**config.mk**
```make
export PLATFORM = sky130hd
export DESIGN_NAME = decode_stage
export DESIGN_NICKNAME = d
export VERILOG_FILES = /design/src/decode_pkg.sv /design/src/decode_stage.sv /design/src/stage_ctrl.sv /design/src/credit_counter.sv /design/src/imm_gen.sv /design/src/insn_field_decoder.sv
export SDC_FILE = /design/constraint.sdc
export NUM_CORES = 1
export LEC_CHECK = 0
export CAP_MARGIN = 20
export CORE_ASPECT_RATIO = 1.2
export CORE_MARGIN = 1
export CORE_UTILIZATION = 49
export DETAILED_ROUTE_END_ITERATION = 8
export DONT_BUFFER_PORTS = 1
export GPL_TIMING_DRIVEN = 0
export MAX_ROUTING_LAYER = met4
export PLACE_DENSITY = 0.66
export RECOVER_POWER = 100
export SKIP_CTS_REPAIR_TIMING = 1
export SYNTH_ARGS = -nofsm -noshare
export SYNTH_HDL_FRONTEND = slang
export SYNTH_HIERARCHICAL = 1
export SYNTH_SLANG_ARGS = --single-unit
```
**constraint.sdc**
```tcl
create_clock -name clk -period 10.1 [get_ports clk]
set_input_delay 1.515 -clock clk [delete_from_list [all_inputs] [get_ports clk]]
set_output_delay 1.515 -clock clk [all_outputs]
set_load 0.01 [all_outputs]
```
**src/decode_pkg.sv**
```systemverilog
package decode_pkg;

    localparam int INSN_W    = 32;
    localparam int XLEN      = 32;
    localparam int REG_IDX_W = 5;
    localparam int EXCP_W    = 6;
    localparam int SUB_OP_W  = 4;
    localparam int CREDIT_W  = 3;

    typedef logic [INSN_W-1:0]    insn_t;
    typedef logic [XLEN-1:0]      addr_t;
    typedef logic [REG_IDX_W-1:0] reg_idx_t;
    typedef logic [XLEN-1:0]      imm_t;
    typedef logic [EXCP_W-1:0]    excp_code_t;
    typedef logic [SUB_OP_W-1:0]  sub_op_t;     // Branch cond or mem size/sign
    typedef logic [CREDIT_W-1:0]  credit_cnt_t;

    localparam excp_code_t EXC_ADEF = 6'd8;
    localparam excp_code_t EXC_SYS  = 6'd11;
    localparam excp_code_t EXC_BRK  = 6'd12;
    localparam excp_code_t EXC_INE  = 6'd13;

    localparam int CREDITS = 4;                 // Granted by downstream stage

    typedef enum logic [2:0] {
        UOP_ALU,
        UOP_BRANCH,
        UOP_JUMP_LINK,
        UOP_LOAD,
        UOP_STORE,
        UOP_EXCEPTION,
        UOP_NOP
    } uop_class_e;

    typedef enum logic [3:0] {
        ALU_AND,
        ALU_OR,
        ALU_NOR,
        ALU_XOR,
        ALU_ADD,
        ALU_SUB,
        ALU_SLL,
        ALU_SRL,
        ALU_SRA,
        ALU_SLT,
        ALU_SLTU,
        ALU_PASS_B
    } alu_op_e;

    // Hint for the branch predictor
    typedef enum logic [2:0] {
        JK_NOT_JUMP,
        JK_DIRECT,
        JK_JUMP,
        JK_CALL,
        JK_RET,
        JK_INDIRECT
    } jump_kind_e;

    typedef enum logic [2:0] {
        IMM_NONE,
        IMM_UI5,
        IMM_SI12,
        IMM_UI12,
        IMM_HI20,
        IMM_OFFS16,                             // Word offsets are shifted left by two
        IMM_OFFS26
    } imm_kind_e;

    typedef enum logic {
        ST_RUN,
        ST_HOLD
    } stage_state_e;

endpackage
```
**src/decode_stage.sv**
```systemverilog
`timescale 1ns/1ps

module decode_stage (
    input  logic                   clk,
    input  logic                   rst_n,
    input  logic                   in_valid,
    input  decode_pkg::insn_t      insn,
    input  decode_pkg::addr_t      pc,
    input  logic                   credit_return,
    input  logic                   flush,
    output logic                   in_ready,
    output logic                   out_valid,
    output decode_pkg::uop_class_e uop_class,
    output decode_pkg::alu_op_e    alu_op,
    output decode_pkg::sub_op_t    sub_op,
    output decode_pkg::reg_idx_t   rj,
    output decode_pkg::reg_idx_t   rk,
    output decode_pkg::reg_idx_t   rd,
    output decode_pkg::imm_t       imm,
    output logic                   src1_pc,
    output logic                   src2_imm,
    output logic                   reg_write,
    output decode_pkg::jump_kind_e jump_kind,
    output decode_pkg::excp_code_t excp_code
);
    import decode_pkg::*;

    uop_class_e dec_uop_class;
    alu_op_e    dec_alu_op;
    sub_op_t    dec_sub_op;
    reg_idx_t   dec_rj;
    reg_idx_t   dec_rk;
    reg_idx_t   dec_rd;
    imm_kind_e  dec_imm_kind;
    imm_t       dec_imm;
    logic       dec_src1_pc;
    logic       dec_src2_imm;
    logic       dec_reg_write;
    jump_kind_e dec_jump_kind;
    excp_code_t dec_excp_code;
    logic       accept;
    logic       has_credit;

    insn_field_decoder insn_field_decoder_inst (
        .insn      (insn),
        .pc        (pc),
        .uop_class (dec_uop_class),
        .alu_op    (dec_alu_op),
        .sub_op    (dec_sub_op),
        .rj        (dec_rj),
        .rk        (dec_rk),
        .rd        (dec_rd),
        .imm_kind  (dec_imm_kind),
        .src1_pc   (dec_src1_pc),
        .src2_imm  (dec_src2_imm),
        .reg_write (dec_reg_write),
        .jump_kind (dec_jump_kind),
        .excp_code (dec_excp_code)
    );

    imm_gen imm_gen_inst (
        .insn     (insn),
        .imm_kind (dec_imm_kind),
        .imm      (dec_imm)
    );

    credit_counter credit_counter_inst (
        .clk           (clk),
        .rst_n         (rst_n),
        .accept        (accept),
        .credit_return (credit_return),
        .has_credit    (has_credit)
    );

    stage_ctrl stage_ctrl_inst (
        .clk        (clk),
        .rst_n      (rst_n),
        .in_valid   (in_valid),
        .has_credit (has_credit),
        .uop_class  (dec_uop_class),
        .flush      (flush),
        .in_ready   (in_ready),
        .accept     (accept)
    );

    always_ff @(posedge clk or negedge rst_n)
    begin
        if (!rst_n)
            out_valid <= 1'b0;
        else
            out_valid <= accept;    // One cycle after the accepting edge
    end

    always_ff @(posedge clk)
    begin
        if (accept)
        begin
            uop_class <= dec_uop_class;
            alu_op    <= dec_alu_op;
            sub_op    <= dec_sub_op;
            rj        <= dec_rj;
            rk        <= dec_rk;
            rd        <= dec_rd;
            imm       <= dec_imm;
            src1_pc   <= dec_src1_pc;
            src2_imm  <= dec_src2_imm;
            reg_write <= dec_reg_write;
            jump_kind <= dec_jump_kind;
            excp_code <= dec_excp_code;
        end
    end

endmodule

```
**src/stage_ctrl.sv**
```systemverilog
`timescale 1ns/1ps

module stage_ctrl (
    input  logic                   clk,
    input  logic                   rst_n,
    input  logic                   in_valid,
    input  logic                   has_credit,
    input  decode_pkg::uop_class_e uop_class,
    input  logic                   flush,
    output logic                   in_ready,
    output logic                   accept
);
    import decode_pkg::*;

    stage_state_e state;
    stage_state_e state_next;

    assign in_ready = (state == ST_RUN) && has_credit;
    assign accept   = in_valid && in_ready;

    always_comb
    begin
        state_next = state;
        case (state)
            ST_RUN:
            begin
                if (accept && uop_class == UOP_EXCEPTION)
                    state_next = ST_HOLD;   // Wait for the pipeline flush
            end
            default:
            begin
                if (flush)
                    state_next = ST_RUN;
            end
        endcase
    end

    always_ff @(posedge clk or negedge rst_n)
    begin
        if (!rst_n)
            state <= ST_RUN;
        else
            state <= state_next;
    end

endmodule

```
**src/credit_counter.sv**
```systemverilog
`timescale 1ns/1ps

module credit_counter (
    input  logic clk,
    input  logic rst_n,
    input  logic accept,
    input  logic credit_return,
    output logic has_credit
);
    import decode_pkg::*;

    credit_cnt_t count;

    always_ff @(posedge clk or negedge rst_n)
    begin
        if (!rst_n)
        begin
            count <= credit_cnt_t'(CREDITS);
        end
        else if (accept && !credit_return)
        begin
            count <= count - credit_cnt_t'(1);
        end
        else if (!accept && credit_return)
        begin
            count <= count + credit_cnt_t'(1);
        end
    end

    assign has_credit = (count != '0);  // Next send may go out

endmodule

```
**src/imm_gen.sv**
```systemverilog
`timescale 1ns/1ps

module imm_gen (
    input  decode_pkg::insn_t     insn,
    input  decode_pkg::imm_kind_e imm_kind,
    output decode_pkg::imm_t      imm
);
    import decode_pkg::*;

    always_comb
    begin
        case (imm_kind)
            IMM_UI5:
            begin
                imm = {27'd0, insn[14:10]};
            end
            IMM_SI12:
            begin
                imm = {{20{insn[21]}}, insn[21:10]};
            end
            IMM_UI12:
            begin
                imm = {20'd0, insn[21:10]};
            end
            IMM_HI20:
            begin
                imm = {insn[24:5], 12'd0};  // Upper twenty bits
            end
            IMM_OFFS16:
            begin
                imm = {{14{insn[25]}}, insn[25:10], 2'b00};
            end
            IMM_OFFS26:
            begin
                // High part of the offset sits in 9:0
                imm = {{4{insn[9]}}, insn[9:0], insn[25:10], 2'b00};
            end
            default:
            begin
                imm = '0;
            end
        endcase
    end

endmodule

```
**src/insn_field_decoder.sv**
```systemverilog
`timescale 1ns/1ps

module insn_field_decoder (
    input  decode_pkg::insn_t      insn,
    input  decode_pkg::addr_t      pc,
    output decode_pkg::uop_class_e uop_class,
    output decode_pkg::alu_op_e    alu_op,
    output decode_pkg::sub_op_t    sub_op,
    output decode_pkg::reg_idx_t   rj,
    output decode_pkg::reg_idx_t   rk,
    output decode_pkg::reg_idx_t   rd,
    output decode_pkg::imm_kind_e  imm_kind,
    output logic                   src1_pc,
    output logic                   src2_imm,
    output logic                   reg_write,
    output decode_pkg::jump_kind_e jump_kind,
    output decode_pkg::excp_code_t excp_code
);
    import decode_pkg::*;

    excp_code_t exc_sel;

    always_comb
    begin
        uop_class = UOP_EXCEPTION;              // Undefined unless matched below
        alu_op    = ALU_AND;
        sub_op    = '0;
        rj        = '0;
        rk        = '0;
        rd        = '0;
        imm_kind  = IMM_NONE;
        src1_pc   = 1'b0;
        src2_imm  = 1'b0;
        reg_write = 1'b0;
        jump_kind = JK_NOT_JUMP;
        exc_sel   = EXC_INE;
        case (insn[31:26])
            6'b000000:
            begin
                case (insn[25:22])
                    4'b0000:
                    begin
                        rk        = insn[14:10];
                        rj        = insn[9:5];
                        rd        = insn[4:0];
                        uop_class = UOP_ALU;
                        reg_write = 1'b1;
                        case (insn[21:15])
                            7'b0100000: alu_op = ALU_ADD;
                            7'b0100010: alu_op = ALU_SUB;
                            7'b0100100: alu_op = ALU_SLT;
                            7'b0100101: alu_op = ALU_SLTU;
                            7'b0101000: alu_op = ALU_NOR;
                            7'b0101001: alu_op = ALU_AND;
                            7'b0101010: alu_op = ALU_OR;
                            7'b0101011: alu_op = ALU_XOR;
                            7'b0101110: alu_op = ALU_SLL;
                            7'b0101111: alu_op = ALU_SRL;
                            7'b0110000: alu_op = ALU_SRA;
                            7'b1010100:
                            begin
                                uop_class = UOP_EXCEPTION;
                                exc_sel   = EXC_BRK;
                            end
                            7'b1010110:
                            begin
                                uop_class = UOP_EXCEPTION;
                                exc_sel   = EXC_SYS;
                            end
                            default: uop_class = UOP_EXCEPTION;
                        endcase
                    end
                    4'b0001:
                    begin
                        // Shift immediates where 19:18 = 11 is reserved
                        if (insn[21:20] == 2'b00 && insn[17:15] == 3'b001 &&
                            insn[19:18] != 2'b11)
                        begin
                            rj        = insn[9:5];
                            rd        = insn[4:0];
                            uop_class = UOP_ALU;
                            reg_write = 1'b1;
                            src2_imm  = 1'b1;
                            imm_kind  = IMM_UI5;
                            case (insn[19:18])
                                2'b00:   alu_op = ALU_SLL;
                                2'b01:   alu_op = ALU_SRL;
                                default: alu_op = ALU_SRA;
                            endcase
                        end
                    end
                    4'b1000, 4'b1001, 4'b1010, 4'b1101, 4'b1110, 4'b1111:
                    begin
                        rj        = insn[9:5];
                        rd        = insn[4:0];
                        uop_class = UOP_ALU;
                        reg_write = 1'b1;
                        src2_imm  = 1'b1;
                        imm_kind  = insn[24] ? IMM_UI12 : IMM_SI12;  // Logic ops zero-extend
                        case (insn[25:22])
                            4'b1000: alu_op = ALU_SLT;
                            4'b1001: alu_op = ALU_SLTU;
                            4'b1010: alu_op = ALU_ADD;
                            4'b1101: alu_op = ALU_AND;
                            4'b1110: alu_op = ALU_OR;
                            default: alu_op = ALU_XOR;
                        endcase
                    end
                    default: ;
                endcase
            end
            6'b000101, 6'b000111:
            begin
                if (!insn[25])
                begin
                    rd        = insn[4:0];
                    uop_class = UOP_ALU;
                    reg_write = 1'b1;
                    src2_imm  = 1'b1;
                    imm_kind  = IMM_HI20;
                    src1_pc   = insn[27];       // PCADDU12I
                    alu_op    = insn[27] ? ALU_ADD : ALU_PASS_B;
                end
            end
            6'b001010:
            begin
                rj       = insn[9:5];
                rd       = insn[4:0];
                src2_imm = 1'b1;
                imm_kind = IMM_SI12;
                alu_op   = ALU_ADD;             // Address is rj + offset
                case (insn[25:22])
                    4'b0000, 4'b0001, 4'b0010, 4'b1000, 4'b1001: uop_class = UOP_LOAD;
                    4'b0100, 4'b0101, 4'b0110: uop_class = UOP_STORE;
                    4'b1011: uop_class = UOP_NOP;   // PRELD
                    default: ;
                endcase
                case (insn[25:22])
                    4'b0001: sub_op = 4'd1;
                    4'b0010: sub_op = 4'd2;
                    4'b0100: sub_op = 4'd3;
                    4'b0101: sub_op = 4'd4;
                    4'b0110: sub_op = 4'd5;
                    4'b1000: sub_op = 4'd6;
                    4'b1001: sub_op = 4'd7;
                    default: sub_op = 4'd0;
                endcase
                reg_write = (uop_class == UOP_LOAD);
            end
            6'b001110:
            begin
                if (insn[25:15] == 11'b00011100100)
                    uop_class = UOP_NOP;        // DBAR
            end
            6'b010011:
            begin
                rj        = insn[9:5];
                rd        = insn[4:0];
                uop_class = UOP_JUMP_LINK;
                reg_write = 1'b1;
                src1_pc   = 1'b1;
                alu_op    = ALU_ADD;
                imm_kind  = IMM_OFFS16;
                if (insn[4:0] == 5'd0 && insn[9:5] == 5'd1 && insn[25:10] == 16'd0)
                    jump_kind = JK_RET;
                else if (insn[4:0] == 5'd1)
                    jump_kind = JK_CALL;
                else
                    jump_kind = JK_INDIRECT;
            end
            6'b010100:
            begin
                uop_class = UOP_BRANCH;         // B
                imm_kind  = IMM_OFFS26;
                jump_kind = JK_JUMP;
            end
            6'b010101:
            begin
                rd        = 5'd1;               // BL links to ra
                uop_class = UOP_JUMP_LINK;
                reg_write = 1'b1;
                src1_pc   = 1'b1;
                alu_op    = ALU_ADD;
                imm_kind  = IMM_OFFS26;
                jump_kind = JK_CALL;
            end
            6'b010110, 6'b010111, 6'b011000, 6'b011001, 6'b011010, 6'b011011:
            begin
                rj        = insn[9:5];
                rd        = insn[4:0];
                uop_class = UOP_BRANCH;
                imm_kind  = IMM_OFFS16;
                jump_kind = JK_DIRECT;
                sub_op    = insn[29:26] - 4'd5; // beq = 1 .. bgeu = 6
                case (insn[29:27])
                    3'b011:  alu_op = ALU_SUB;
                    3'b100:  alu_op = ALU_SLT;
                    default: alu_op = ALU_SLTU;
                endcase
            end
            default: ;
        endcase

        if (pc[1:0] != 2'b00)
        begin
            uop_class = UOP_EXCEPTION;
            exc_sel   = EXC_ADEF;
        end

        // Exceptions and no-ops carry no operands
        if (uop_class == UOP_EXCEPTION || uop_class == UOP_NOP)
        begin
            alu_op    = ALU_AND;
            sub_op    = '0;
            rj        = '0;
            rk        = '0;
            rd        = '0;
            imm_kind  = IMM_NONE;
            src1_pc   = 1'b0;
            src2_imm  = 1'b0;
            reg_write = 1'b0;
            jump_kind = JK_NOT_JUMP;
        end
    end

    assign excp_code = (uop_class == UOP_EXCEPTION) ? exc_sel : '0;

endmodule

```
# Word-level counts from Yosys, hierarchy flattened
# Index checks and enable logic that the tools add are counted.
# Widths: inputs -> output; s select.
# word_totals
register_bits	75
in_bits	69
output_inout_bits	72
elab_cells	170
# op_classes
add_sub_neg	3
n_eq_ne	55
n_mux	54
bitwise	4
reduce_logical	37
# ops
operator	count
$pmux 32 s6	1
$eq 7x6->1 const B	11
$eq 6x5->1 const B	9
$pmux 4 s10	1
$mux 3	12
$pmux 5 s2	3
$eq 4x4->1 const B	7
$pmux 4 s2	3
$pmux 3 s7	1
$reduce_or 7->1	3
$mux 4	5
$pmux 4 s5	1
$pmux 5 s4	1
$eq 3x3->1 const B	6
$pmux 3 s3	2
$pmux 3 s6	1
$logic_not 16->1	1
$pmux 4 s4	1
$mux 5	3
$pmux 3 s5	1
$eq 7x7->1 const B	2
$eq 3x2->1 const B	4
$eq 4x3->1 const B	3
$eq 6x3->1 const B	2
36 further kinds	69

# Depth between registers and ports, before layout
# Gate-level depths: netlist of run 1.
# logic_depth
depth_word	12
mapped_depth	13

# Modules after synthesis
# Netlist of run 1, hierarchy kept.
# by_module_without_submodules
mod	instances	cells_per_inst	area_per_inst_um2	seq_area_each_um2
decode_stage	1	71	2127.0	2127.0
insn_field_decoder	1	253	1589.0	0.0
imm_gen	1	82	715.7	0.0
credit_counter	1	12	160.2	76.3
stage_ctrl	1	6	65.1	25.0

# Worst setup path after synthesis of run 1
# No wires, ideal clock.
# synth_path
path_type	input to register
from	in in_valid
to	reg credit_counter_inst.count[1]
setup_ns	0.125
t_arrival_ns	4.386
t_required_ns	9.975
slack_ns	5.589
cell_stages	4
n_path_buf	0
path_cell_list	and3b_1 ha_1 fa_1 mux2_2
# synth_between
elab_chain_len	4
# synth_rtl
element	line	source
from (decl)	decode_stage.sv:6	input logic in_valid,
$logic_and 1x1->1 *	stage_ctrl.sv:19	assign accept = in_valid && in_ready;
$logic_not 1->1	credit_counter.sv:24	else if (!accept && credit_return)
$logic_and 1x1->1	credit_counter.sv:24	
$reduce_bool 2->1 (no source line)	n/a	
to (signal assigned)	credit_counter.sv:18	count <= credit_cnt_t'(CREDITS);
to (signal assigned)	credit_counter.sv:22	count <= count - credit_cnt_t'(1);
to (signal assigned)	credit_counter.sv:26	count <= count + credit_cnt_t'(1);
to (decl)	credit_counter.sv:12	credit_cnt_t count;
# Mark *: on every way between the ends. The rest lies on a longest branch, timed or not.
# A chain may end at the register's enable or synchronous reset.

# Worst setup path after layout of run 1
# layout_path
from	in insn[27]
to	reg imm[23] (data pin)
# layout_between
elab_chain_len	9
# layout_rtl
element	line	source
from (decl)	decode_stage.sv:7	input decode_pkg::insn_t insn,
$eq 6x5->1 / $eq 6x3->1 (equally long branches)	insn_field_decoder.sv:37	case (insn[31:26])
$reduce_or 7->1 (no source line), or another cell as far along	n/a	
$pmux 3 s6	insn_field_decoder.sv:37	
$mux 3	insn_field_decoder.sv:204	if (pc[1:0] != 2'b00)
$eq 3x3->1	insn_field_decoder.sv:211	if (uop_class == UOP_EXCEPTION || uop_class == UOP_NOP)
$logic_or 1x1->1	insn_field_decoder.sv:211	
$mux 3 *	insn_field_decoder.sv:211	
net dec_imm_kind[2]	decode_stage.sv:34	imm_kind_e dec_imm_kind;
$eq 3x3->1, or another cell as far along	imm_gen.sv:12	case (imm_kind)
$pmux 32 s6 *	imm_gen.sv:12	
net dec_imm[23]	decode_stage.sv:35	imm_t dec_imm;
to (signal assigned)	decode_stage.sv:104	imm <= dec_imm;
to (decl)	decode_stage.sv:19	output decode_pkg::imm_t imm,
# Mark *: on every way through the listed nets, which the timed path passes. The rest lies on a longest branch.

==> impl_metrics.py, run 1 <==
metrics = {
    "timing": {
        "final.min_clock_period_ps": 5540,
        "finalCritPeriodShare_pct": 54.9,
        "fmax_mhz": 180,
        "rsz0062_at_grt": "false",
        "setup_viol": 0,
        "slew_viol_final": 50,
        "finalHoldViolations": 0,
        "relSlewSlack_pct": -66.4,
        "skew_ps": 8.27,
        "max_slew.worst_pin.slew_ps": 2500,
        "setup_ws_ps": 4560,
        "setup_tns_ps": 0,
    },
    "route": {
        "wl_met2_um": 6450,
        "met3_length_um": 833,
        "avgRoutedWirePerCell_um": 23.0,
        "top_layer": "met4",
        "vias": 3658,
        "detail-route-antenna-nets": 0,
        "met1_length_um": 5180,
        "drc": 0,
        "wirelength_um": 12900,
        "drt-initial-drc-count": 341,
        "first_pass_iters": 5,
        "viasPerCell": 6.51,
    },
    "place": {
        "post-place-ws_ps": 5050,
        "gp_congestion": 0.973,
        "numPortBuffers": 0,
        "placedInstanceArea_sq_um": 4830,
        "hpwl_um": 9530,
    },
    "floorplanning": {
        "die_x_um": 91.0,
        "fp.coreArea_sq_um": 9130,
        "start_util_pct": 51.0,
        "io_pins": 141,
        "die_h_um": 109,
        "die-area_sq_um": 9900,
        "rows": 38,
    },
    "setup_path": {
        "critPathRequiredTime_ps": 10180,
        "path_max_fanout": 10,
        "critPathLaunchType": "input pin",
        "max_stage_delay_ps": 930,
        "path_cells": "inv_1 -> ha_1 -> o21ai_0 -> a221oi_1 -> nor4_1 -> nor2_1 -> clkbuf_1 -> a211oi_1 -> nand2b_1 -> clkbuf_1 -> o21ai_0",
        "crit_path_top_delay_cell": "a221oi_1",
        "arrival_ps": 5620,
        "path_class": "input pin to flop",
        "cp-end-kind": "flop",
    },
    "global_route": {
        "grt_start_max_net_pins": 50,
        "grt_antenna_before_repair": 0,
        "grt_pass1_vias": 3481,
        "overflow": 0,
        "grt_pass1_wl_um": 19700,
        "grt_use_total_pct": 27.3,
    },
    "final_layout": {
        "drive_above_1_share_pct": 9.73,
        "fin_area_sq_um": 4940,
        "area_growth_pct": 5.99,
        "diodes": 0,
        "finalNetCount": 513,
    },
    "logic_synthesis": {
        "ys_ff_latch": 75,
        "postSynthAreaPerCell_sq_um": 11.0,
        "synth_area_sq_um": 4660,
        "ys_types": 83,
        "synth_edf_count": 70,
        "ys_seq_area_share_pct": 47.9,
        "synth_ff_type": "edfxtp_1",
        "yosysWarningCount": 6,
        "synthCells": 424,
        "synthTopCellsByArea": "edfxtp_1 45%, mux2i_1 3.7%, nor3_1 2.7%",
        "yosysTopAreaCell": "edfxtp_1",
        "ys_async_sr_fraction_pct": 6.67,
        "yosys.area.top_type_share_pct": 45.1,
    },
    "hold_path": {
        "min_path_type": "flop to flop",
    },
    "clocking": {
        "h-tree-depth": 3,
        "cts_sinks": 75,
        "cts-root-buf": "clkbuf_8",
        "cts-buffers-inserted": 9,
        "clk_path_buf_depth": 2,
        "path_clk_slew_ps": 80,
        "clk_latency_ps": 360,
        "tritoncts": "built",
    },
    "power": {
        "switching_share_pct": 28.1,
        "power_frac_clock_pct": 33.3,
        "power_frac_comb_pct": 12.3,
        "p_seq_share_pct": 54.4,
        "p_int_mw": 0.668,
        "power_per_cell_area_nw_per_um2": 188,
        "power.switching_mw": 0.261,
        "peakVddDrop_uv": 142,
        "p_leak_nw": 1.68,
    },
    "run_status": {
        "status": "complete, but fails checks",
        "violations": "max-capacitance violations, max-slew violations",
    },
    "flow_run": {
        "maxCapViolations": 1,
    },
}
==> worst max-delay path, delay by kind of cell <==
family          cells  cell delay (ps)
fa+ha+maj           1              350
simple gates        3             1060
compound gates      4             1580
buf+inv             3             1100
==> sequential cells by signal (all words and copies together) (netlist names) <==
register / flops
src2_imm: 1
src1_pc: 1
reg_write: 1
uop_class: 3
jump_kind: 3
rd: 5
imm: 32
rj: 5
stage_ctrl_inst/state: 1
alu_op: 4
rk: 5
credit_counter_inst/count: 3
excp_code: 6
sub_op: 4
out_valid: 1
==> kinds of logic (layout without fill, tap and decap cells) <==
family,Yosys count,count (layout),share of synthesized area [%]
AO/OA/AOI/OAI,109,109,18.3
XOR/XNOR,6,6,1.53
adder cells (fa/ha/maj),7,7,2.04
buffers and inverters,47,64,5.67
flip-flops,75,75,47.9
multiplexers,19,19,4.14
other,1,2,0.0805
AND/OR/NAND/NOR,160,160,20.4
==> power by group through the flow <==
stage | Sequential, mW | Combinational (mW) | Clock [mW]
2_1_floorplan | 0.501 | 0.0905 | 0
3_3_place_gp | 0.514 | 0.112 | 0
3_5_place_dp | 0.509 | 0.125 | 0
4_1_cts | 0.502 | 0.126 | 0.313
5_1_grt | 0.514 | 0.126 | 0.324
6_report | 0.505 | 0.114 | 0.309
==> metal layers <==
layer  track usage (%)  vias up
met5                 -        -
met4              12.5        0
met3              6.21       41
met2              44.3      165
met1              32.6     1787
li1                  -     1665
==> final cells by class <==
cell class              instances  area (sq um)
clock buffers                  10           128
clock inverters                 6           138
inverters                      19          71.3
multi-input cells             303          2060
plain buffers                  28           160
fillers                       839          4190
flip-flops and latches         75          2230
repair buffers                  1          3.75
well taps                     120           150
==> synthesized netlist by cell type, types with 4 or more instances <==
cell / n
o21ai_0: 17
xnor2_1: 4
nand2_1: 26
nor3_1: 25
o22ai_1: 5
nand3_1: 14
o211ai_1: 5
nor4_1: 9
dfrtp_1: 4
nor3b_1: 5
nor4b_1: 5
buf_2: 10
mux2i_1: 17
o21ai_2: 10
buf_6: 8
clkbuf_1: 6
inv_1: 19
edfxtp_1: 70
nor2_1: 27
nand2b_1: 6
ha_1: 6
a21o_1: 6
buf_4: 4
and3_1: 5
nor2b_1: 7
a21oi_1: 15
a32o_1: 5
a211oi_1: 6
==> metrics by stage <==
stage | util, % | cells | hold WS, ps | total power, mW
2_1_floorplan | - | 425 | 498 | 0.591
3_3_place_gp | 52.7 | 545 | 511 | 0.626
3_5_place_dp | 53.0 | 546 | 517 | 0.634
4_1_cts | 55.9 | 562 | 533 | 0.942
5_1_grt | 54.1 | 562 | 538 | 0.964
6_report | 54.1 | 562 | 529 | 0.929
==> path summary, 6_finish.rpt <==
path,from,to,slack [ps],cells after the start
setup / recovery,insn[27],imm[23],4560,11
min in group asynchronous,rst_n,credit_counter_inst/count[0],830,0
setup reg to reg,credit_counter_inst/count[2],imm[16],6160,3
max in group asynchronous,rst_n,credit_counter_inst/count[2],9100,0
hold reg to reg,credit_counter_inst/count[2],credit_counter_inst/count[2],530,1
hold / removal,credit_counter_inst/count[2],credit_counter_inst/count[2],530,1
==> cell usage in the layout, fill, tap and decap left out, types with 4 or more instances in the layout <==
master     netlist  final
edfxtp_1        70     70
nor3b_1          5      5
nor3_1          25     25
nor4b_1          5      5
nor4_1           9     10
bufinv_16        0      4
a311oi_1         3      4
a32o_1           5      5
o21ai_0         17     26
clkbuf_1         6     17
nand3_1         14     14
buf_2           10      5
o22ai_1          5      5
buf_6            8      5
a211oi_1         6      6
nand2b_1         6      6
inv_1           19     19
ha_1             6      6
clkbuf_8         0      9
nand2_1         26     26
o211ai_1         5      6
xnor2_1          4      4
dfrtp_1          4      4
nor2b_1          7      7
and3_1           5      5
a21oi_1         15     15
nor2_1          27     28
a21o_1           6      6
mux2i_1         17     17
(Power assumes the default switching activity.)
==> inputs of run 2 (changes only) <==
==> constraint.sdc (replaced) <==
create_clock -name clk -period 5.3 [get_ports clk]
set_input_delay 0.795 -clock clk [delete_from_list [all_inputs] [get_ports clk]]
set_output_delay 0.795 -clock clk [all_outputs]
set_load 0.01 [all_outputs]
==> impl_metrics.py, run 2 (same netlist as run 1, synthesis figures left out) <==
metrics = {
    "timing": {
        "finalCritPeriodShare_pct": 83.6,
        "final.min_clock_period_ps": 4430,
        "setup_tns_ps": 0,
        "max_slew.worst_pin.slew_ps": 2540,
        "finalHoldViolations": 0,
        "setup_viol": 0,
        "slew_viol_final": 50,
        "rsz0062_at_grt": "false",
        "skew_ps": 8.01,
        "fmax_mhz": 226,
        "relSlewSlack_pct": -69.5,
    },
    "final_layout": {
        "largest_reg_flops": 32,
        "diodes": 0,
        "mostFrequentLayoutCells": "70 x edfxtp_1, 28 x nor2_1, 26 x nand2_1",
        "finalNetCount": 513,
        "drive_above_1_share_pct": 12.4,
        "fin_area_sq_um": 5020,
        "top_register": "imm",
        "ff_latch_area_sq_um": 2230,
        "fillers": 818,
        "layout_commonest_cell": "edfxtp_1",
        "reg.largest.list": "imm (32), excp_code (6)",
        "multi_input_area_sq_um": 2120,
        "area_growth_pct": 7.79,
    },
    "global_route": {
        "grt_start_max_net_pins": 50,
        "grt_antenna_before_repair": 0,
        "grt_pass1_vias": 3481,
        "grt_pass1_wl_um": 19700,
        "grt_use_total_pct": 27.3,
        "overflow": 0,
    },
    "setup_path": {
        "r2r-start": "credit_counter_inst/count[2]",
        "path_class": "input pin to flop",
        "arrival_ps": 4640,
        "ff2ff_path_depth": 3,
        "path_max_fanout": 10,
        "r2r_slack_ps": 1320,
        "cp-end-kind": "flop",
        "critPathRequiredTime_ps": 5510,
        "r2r_end": "imm[16]",
        "critPathLaunchType": "input pin",
    },
    "floorplanning": {
        "rows": 38,
        "start_util_pct": 51.0,
        "die_x_um": 91.0,
        "io_pins": 141,
        "die_h_um": 109,
        "fp.coreArea_sq_um": 9130,
        "die-area_sq_um": 9900,
    },
    "route": {
        "avgRoutedWirePerCell_um": 22.8,
        "drc": 0,
        "wirelength_um": 12800,
        "viasPerCell": 6.48,
        "detail-route-antenna-nets": 0,
        "vias": 3642,
        "first_pass_iters": 5,
        "drt-initial-drc-count": 260,
    },
    "clocking": {
        "tritoncts": "built",
        "cts-root-buf": "clkbuf_8",
        "path_clk_slew_ps": 80,
        "clk_path_buf_depth": 2,
        "clk_latency_ps": 360,
        "h-tree-depth": 3,
        "cts_sinks": 75,
        "cts-buffers-inserted": 9,
    },
    "run_status": {
        "status": "complete, but fails checks",
        "violations": "max-capacitance violations, max-slew violations",
    },
    "place": {
        "numPortBuffers": 0,
        "hpwl_um": 9530,
        "gp_congestion": 0.973,
        "placedInstanceArea_sq_um": 4830,
    },
    "power": {
        "peakVddDrop_uv": 271,
        "power_per_cell_area_nw_per_um2": 353,
        "p_leak_nw": 1.74,
    },
    "hold_path": {
        "min_path_type": "input pin to async pin",
    },
    "flow_run": {
        "maxCapViolations": 1,
    },
}
==> run 2: changes by cell type in the layout (fill, tap and decap cells not counted), sizes merged <==
cell / before / now
buf: 13 / 17
clkbuf: 26 / 22
==> run 2: final cells by class <==
cell class	instances	area share, %
Buffer	28	3.59
Clock buffer	10	2.54
Clock inverter	6	2.74
Inverter	19	1.42
Multi-Input combinational cell	303	42.2
Sequential cell	75	44.4
Tap cell	120	2.99
Timing Repair Buffer	1	0.0748
==> run 2: power by group <==
group	internal, mW	leakage [nW]	switching, mW
Clock	0.363	0.131	0.228
Combinational	0.0704	0.889	0.149
Sequential	0.839	0.717	0.123
==> run 2: metrics by stage <==
stage	instances	hold slack, ps	utilization, %	setup WS, ps	power (mW)
finish	562	118	55.0	868	1.77
global route	562	95.9	55.0	553	1.84
CTS	562	102	55.9	1330	1.79
detailed placement	546	499	53.0	969	1.21
global placement	545	500	52.7	835	1.19
floorplan	425	498	-	1510	1.13
==> run 2: how the worst max path moves through the flow <==
stage              from                      endpoint  slack [ps]  cells past startpoint
2_1_floorplan  in_valid  credit_counter_inst/count[1]        1510                      4
6_report       insn[27]                       imm[23]         870                     12
4_1_cts        insn[27]                       imm[23]        1330                     11
3_3_place_gp   in_valid  credit_counter_inst/count[1]         840                      4
5_1_grt        insn[26]                       imm[31]         550                     12
3_5_place_dp   insn[27]                       imm[21]         970                     11
==> run 2: critical path, cell delays in order <==
cell,delay [ps]
inv_1,130
ha_1,350
o21ai_0,180
a221oi_1,920
nor4_1,210
nor2_1,590
clkbuf_1,430
nor3_1,120
buf_6,190
nand2b_1,260
o21a_4,370
o21ai_2,80
==> run 2: metal layers <==
metal / up-vias / global-route usage (%) / share of wire [%]
li1: 1670 / - / -
met1: 1742 / 32.6 / 40
met2: 193 / 44.3 / 50
met3: 37 / 6.21 / 6.9
met4: 0 / 12.5 / 3.5
met5: - / - / 0
==> inputs of run 3 (changes only) <==
--- a/config.mk
+++ b/config.mk
@@ -13,7 +13,7 @@
 export DONT_BUFFER_PORTS = 1
 export GPL_TIMING_DRIVEN = 0
 export MAX_ROUTING_LAYER = met4
-export PLACE_DENSITY = 0.66
+export PLACE_DENSITY = 0.68
 export RECOVER_POWER = 100
 export SKIP_CTS_REPAIR_TIMING = 1
 export SYNTH_ARGS = -nofsm -noshare
==> constraint.sdc (replaced) <==
create_clock -name clk -period 3.6 [get_ports clk]
set_input_delay 0.54 -clock clk [delete_from_list [all_inputs] [get_ports clk]]
set_output_delay 0.54 -clock clk [all_outputs]
set_load 0.01 [all_outputs]
==> impl_metrics.py, run 3 (same netlist as run 1, synthesis figures left out) <==
metrics = {
    "timing": {
        "holdWs_ps": 372,
        "rsz0062_at_grt": "false",
        "fmax_mhz": 294,
        "finalHoldViolations": 0,
        "finalCritPeriodShare_pct": 94.4,
        "relSlewSlack_pct": 8.26,
        "final.min_clock_period_ps": 3400,
        "max_slew.worst_pin.slew_ps": 1380,
        "setup_ws_ps": 200,
        "skew_ps": 9.67,
        "setup_tns_ps": 0,
        "setup_viol": 0,
        "slew_viol_final": 0,
    },
    "hold_path": {
        "hold_path.startpoint": "insn[24]",
        "min_path_type": "input pin to flop",
    },
    "setup_path": {
        "cp-end-kind": "flop",
        "arrival_ps": 3510,
        "crit_start": "insn[26]",
        "r2r_end": "imm[9]",
        "r2r_slack_ps": 680,
        "r2r-start": "credit_counter_inst/count[2]",
        "critPathRequiredTime_ps": 3710,
        "critPathLaunchType": "input pin",
        "path_class": "input pin to flop",
        "crit_end": "imm[19]",
        "ff2ff_path_depth": 3,
        "path_max_fanout": 10,
    },
    "clocking": {
        "path_clk_slew_ps": 80,
        "cts-root-buf": "clkbuf_8",
        "tritoncts": "built",
        "cts-buffers-inserted": 9,
        "cts_sinks": 75,
        "clk_latency_ps": 350,
        "clk_path_buf_depth": 2,
        "h-tree-depth": 3,
    },
    "final_layout": {
        "fillers": 845,
        "area_growth_pct": 7.50,
        "layout_commonest_cell": "edfxtp_1",
        "layout.cells.non_filler": 563,
        "mostFrequentLayoutCells": "70 x edfxtp_1, 27 x nor2_1, 26 x nand2_1",
        "final_util_pct": 54.8,
        "finalNetCount": 514,
        "reg.largest.list": "imm (32), excp_code (6)",
        "largest_reg_flops": 32,
        "multi_input_area_sq_um": 2140,
        "ff_latch_area_sq_um": 2230,
        "diodes": 0,
        "fin_area_sq_um": 5010,
        "top_register": "imm",
        "drive_above_1_share_pct": 14.2,
    },
    "power": {
        "power_per_cell_area_nw_per_um2": 488,
        "peakVddDrop_uv": 193,
        "fin_total_pwr_mw": 2.44,
        "p_leak_nw": 1.69,
    },
    "route": {
        "drc": 0,
        "drt-initial-drc-count": 274,
        "avgRoutedWirePerCell_um": 22.3,
        "detail-route-antenna-nets": 0,
        "wirelength_um": 12500,
        "vias": 3608,
        "first_pass_iters": 5,
        "viasPerCell": 6.41,
    },
    "global_route": {
        "overflow": 0,
        "grt_pass1_vias": 3374,
        "grt_pass1_wl_um": 19100,
        "grt_start_max_net_pins": 56,
        "grt_use_total_pct": 26.7,
        "grt_antenna_before_repair": 0,
    },
    "flow_run": {
        "maxCapViolations": 0,
    },
    "place": {
        "placedInstanceArea_sq_um": 4840,
        "gp_congestion": 0.964,
        "post-place-ws_ps": -547,
        "hpwl_um": 9340,
        "numPortBuffers": 0,
        "numPlacedInstances": 546,
    },
    "run_status": {
        "status": "complete, no violations",
    },
    "floorplanning": {
        "die_x_um": 91.0,
        "rows": 38,
        "die-area_sq_um": 9900,
        "io_pins": 141,
        "fp.coreArea_sq_um": 9130,
        "die_h_um": 109,
        "start_util_pct": 51.0,
    },
}
==> run 3: metal layers <==
layer	vias up	wire (um)	GRT usage [%]
li1	1674	-	-
met1	1760	5160	32.4
met2	151	6110	42.7
met3	23	833	5.86
met4	0	420	12.7
met5	-	0	-
==> run 3: power breakdown <==
part	leakage, nW	total [mW]	switching [mW]	internal, mW
Combinational	0.864	0.327	0.219	0.108
Sequential	0.717	1.41	0.182	1.23
Clock	0.107	0.705	0.317	0.388
==> run 3: how the worst min path moves through the flow <==
| stage | cells after the start | end |
|---|---|---|
| final | 1 | imm[31] |
| after global routing | 1 | excp_code[1] |
| after CTS | 0 | credit_counter_inst/count[1] |
| after detailed placement | 0 | stage_ctrl_inst/state |
| after global placement | 0 | out_valid |
| after floorplan | 0 | credit_counter_inst/count[0] |
==> run 3: critical path: stages <==
cell and delay (ps):
inv_1 140, ha_1 360, o32a_1 230, o221ai_1 250, a311oi_2 380, o2111ai_4 260
buf_2 270, nor3_1 280, buf_6 200, clkbuf_2 260, mux2i_1 270, o21ai_2 70
==> run 3: layout make-up <==
cell class | count | share of cell area, %
sequential | 75 | 44.5
buffer | 28 | 3.65
inverter | 19 | 1.42
multi-input combinational | 303 | 42.8
timing repair buffer | 2 | 0.300
tap | 120 | 3.00
clock inverter | 7 | 1.80
clock buffer | 9 | 2.47
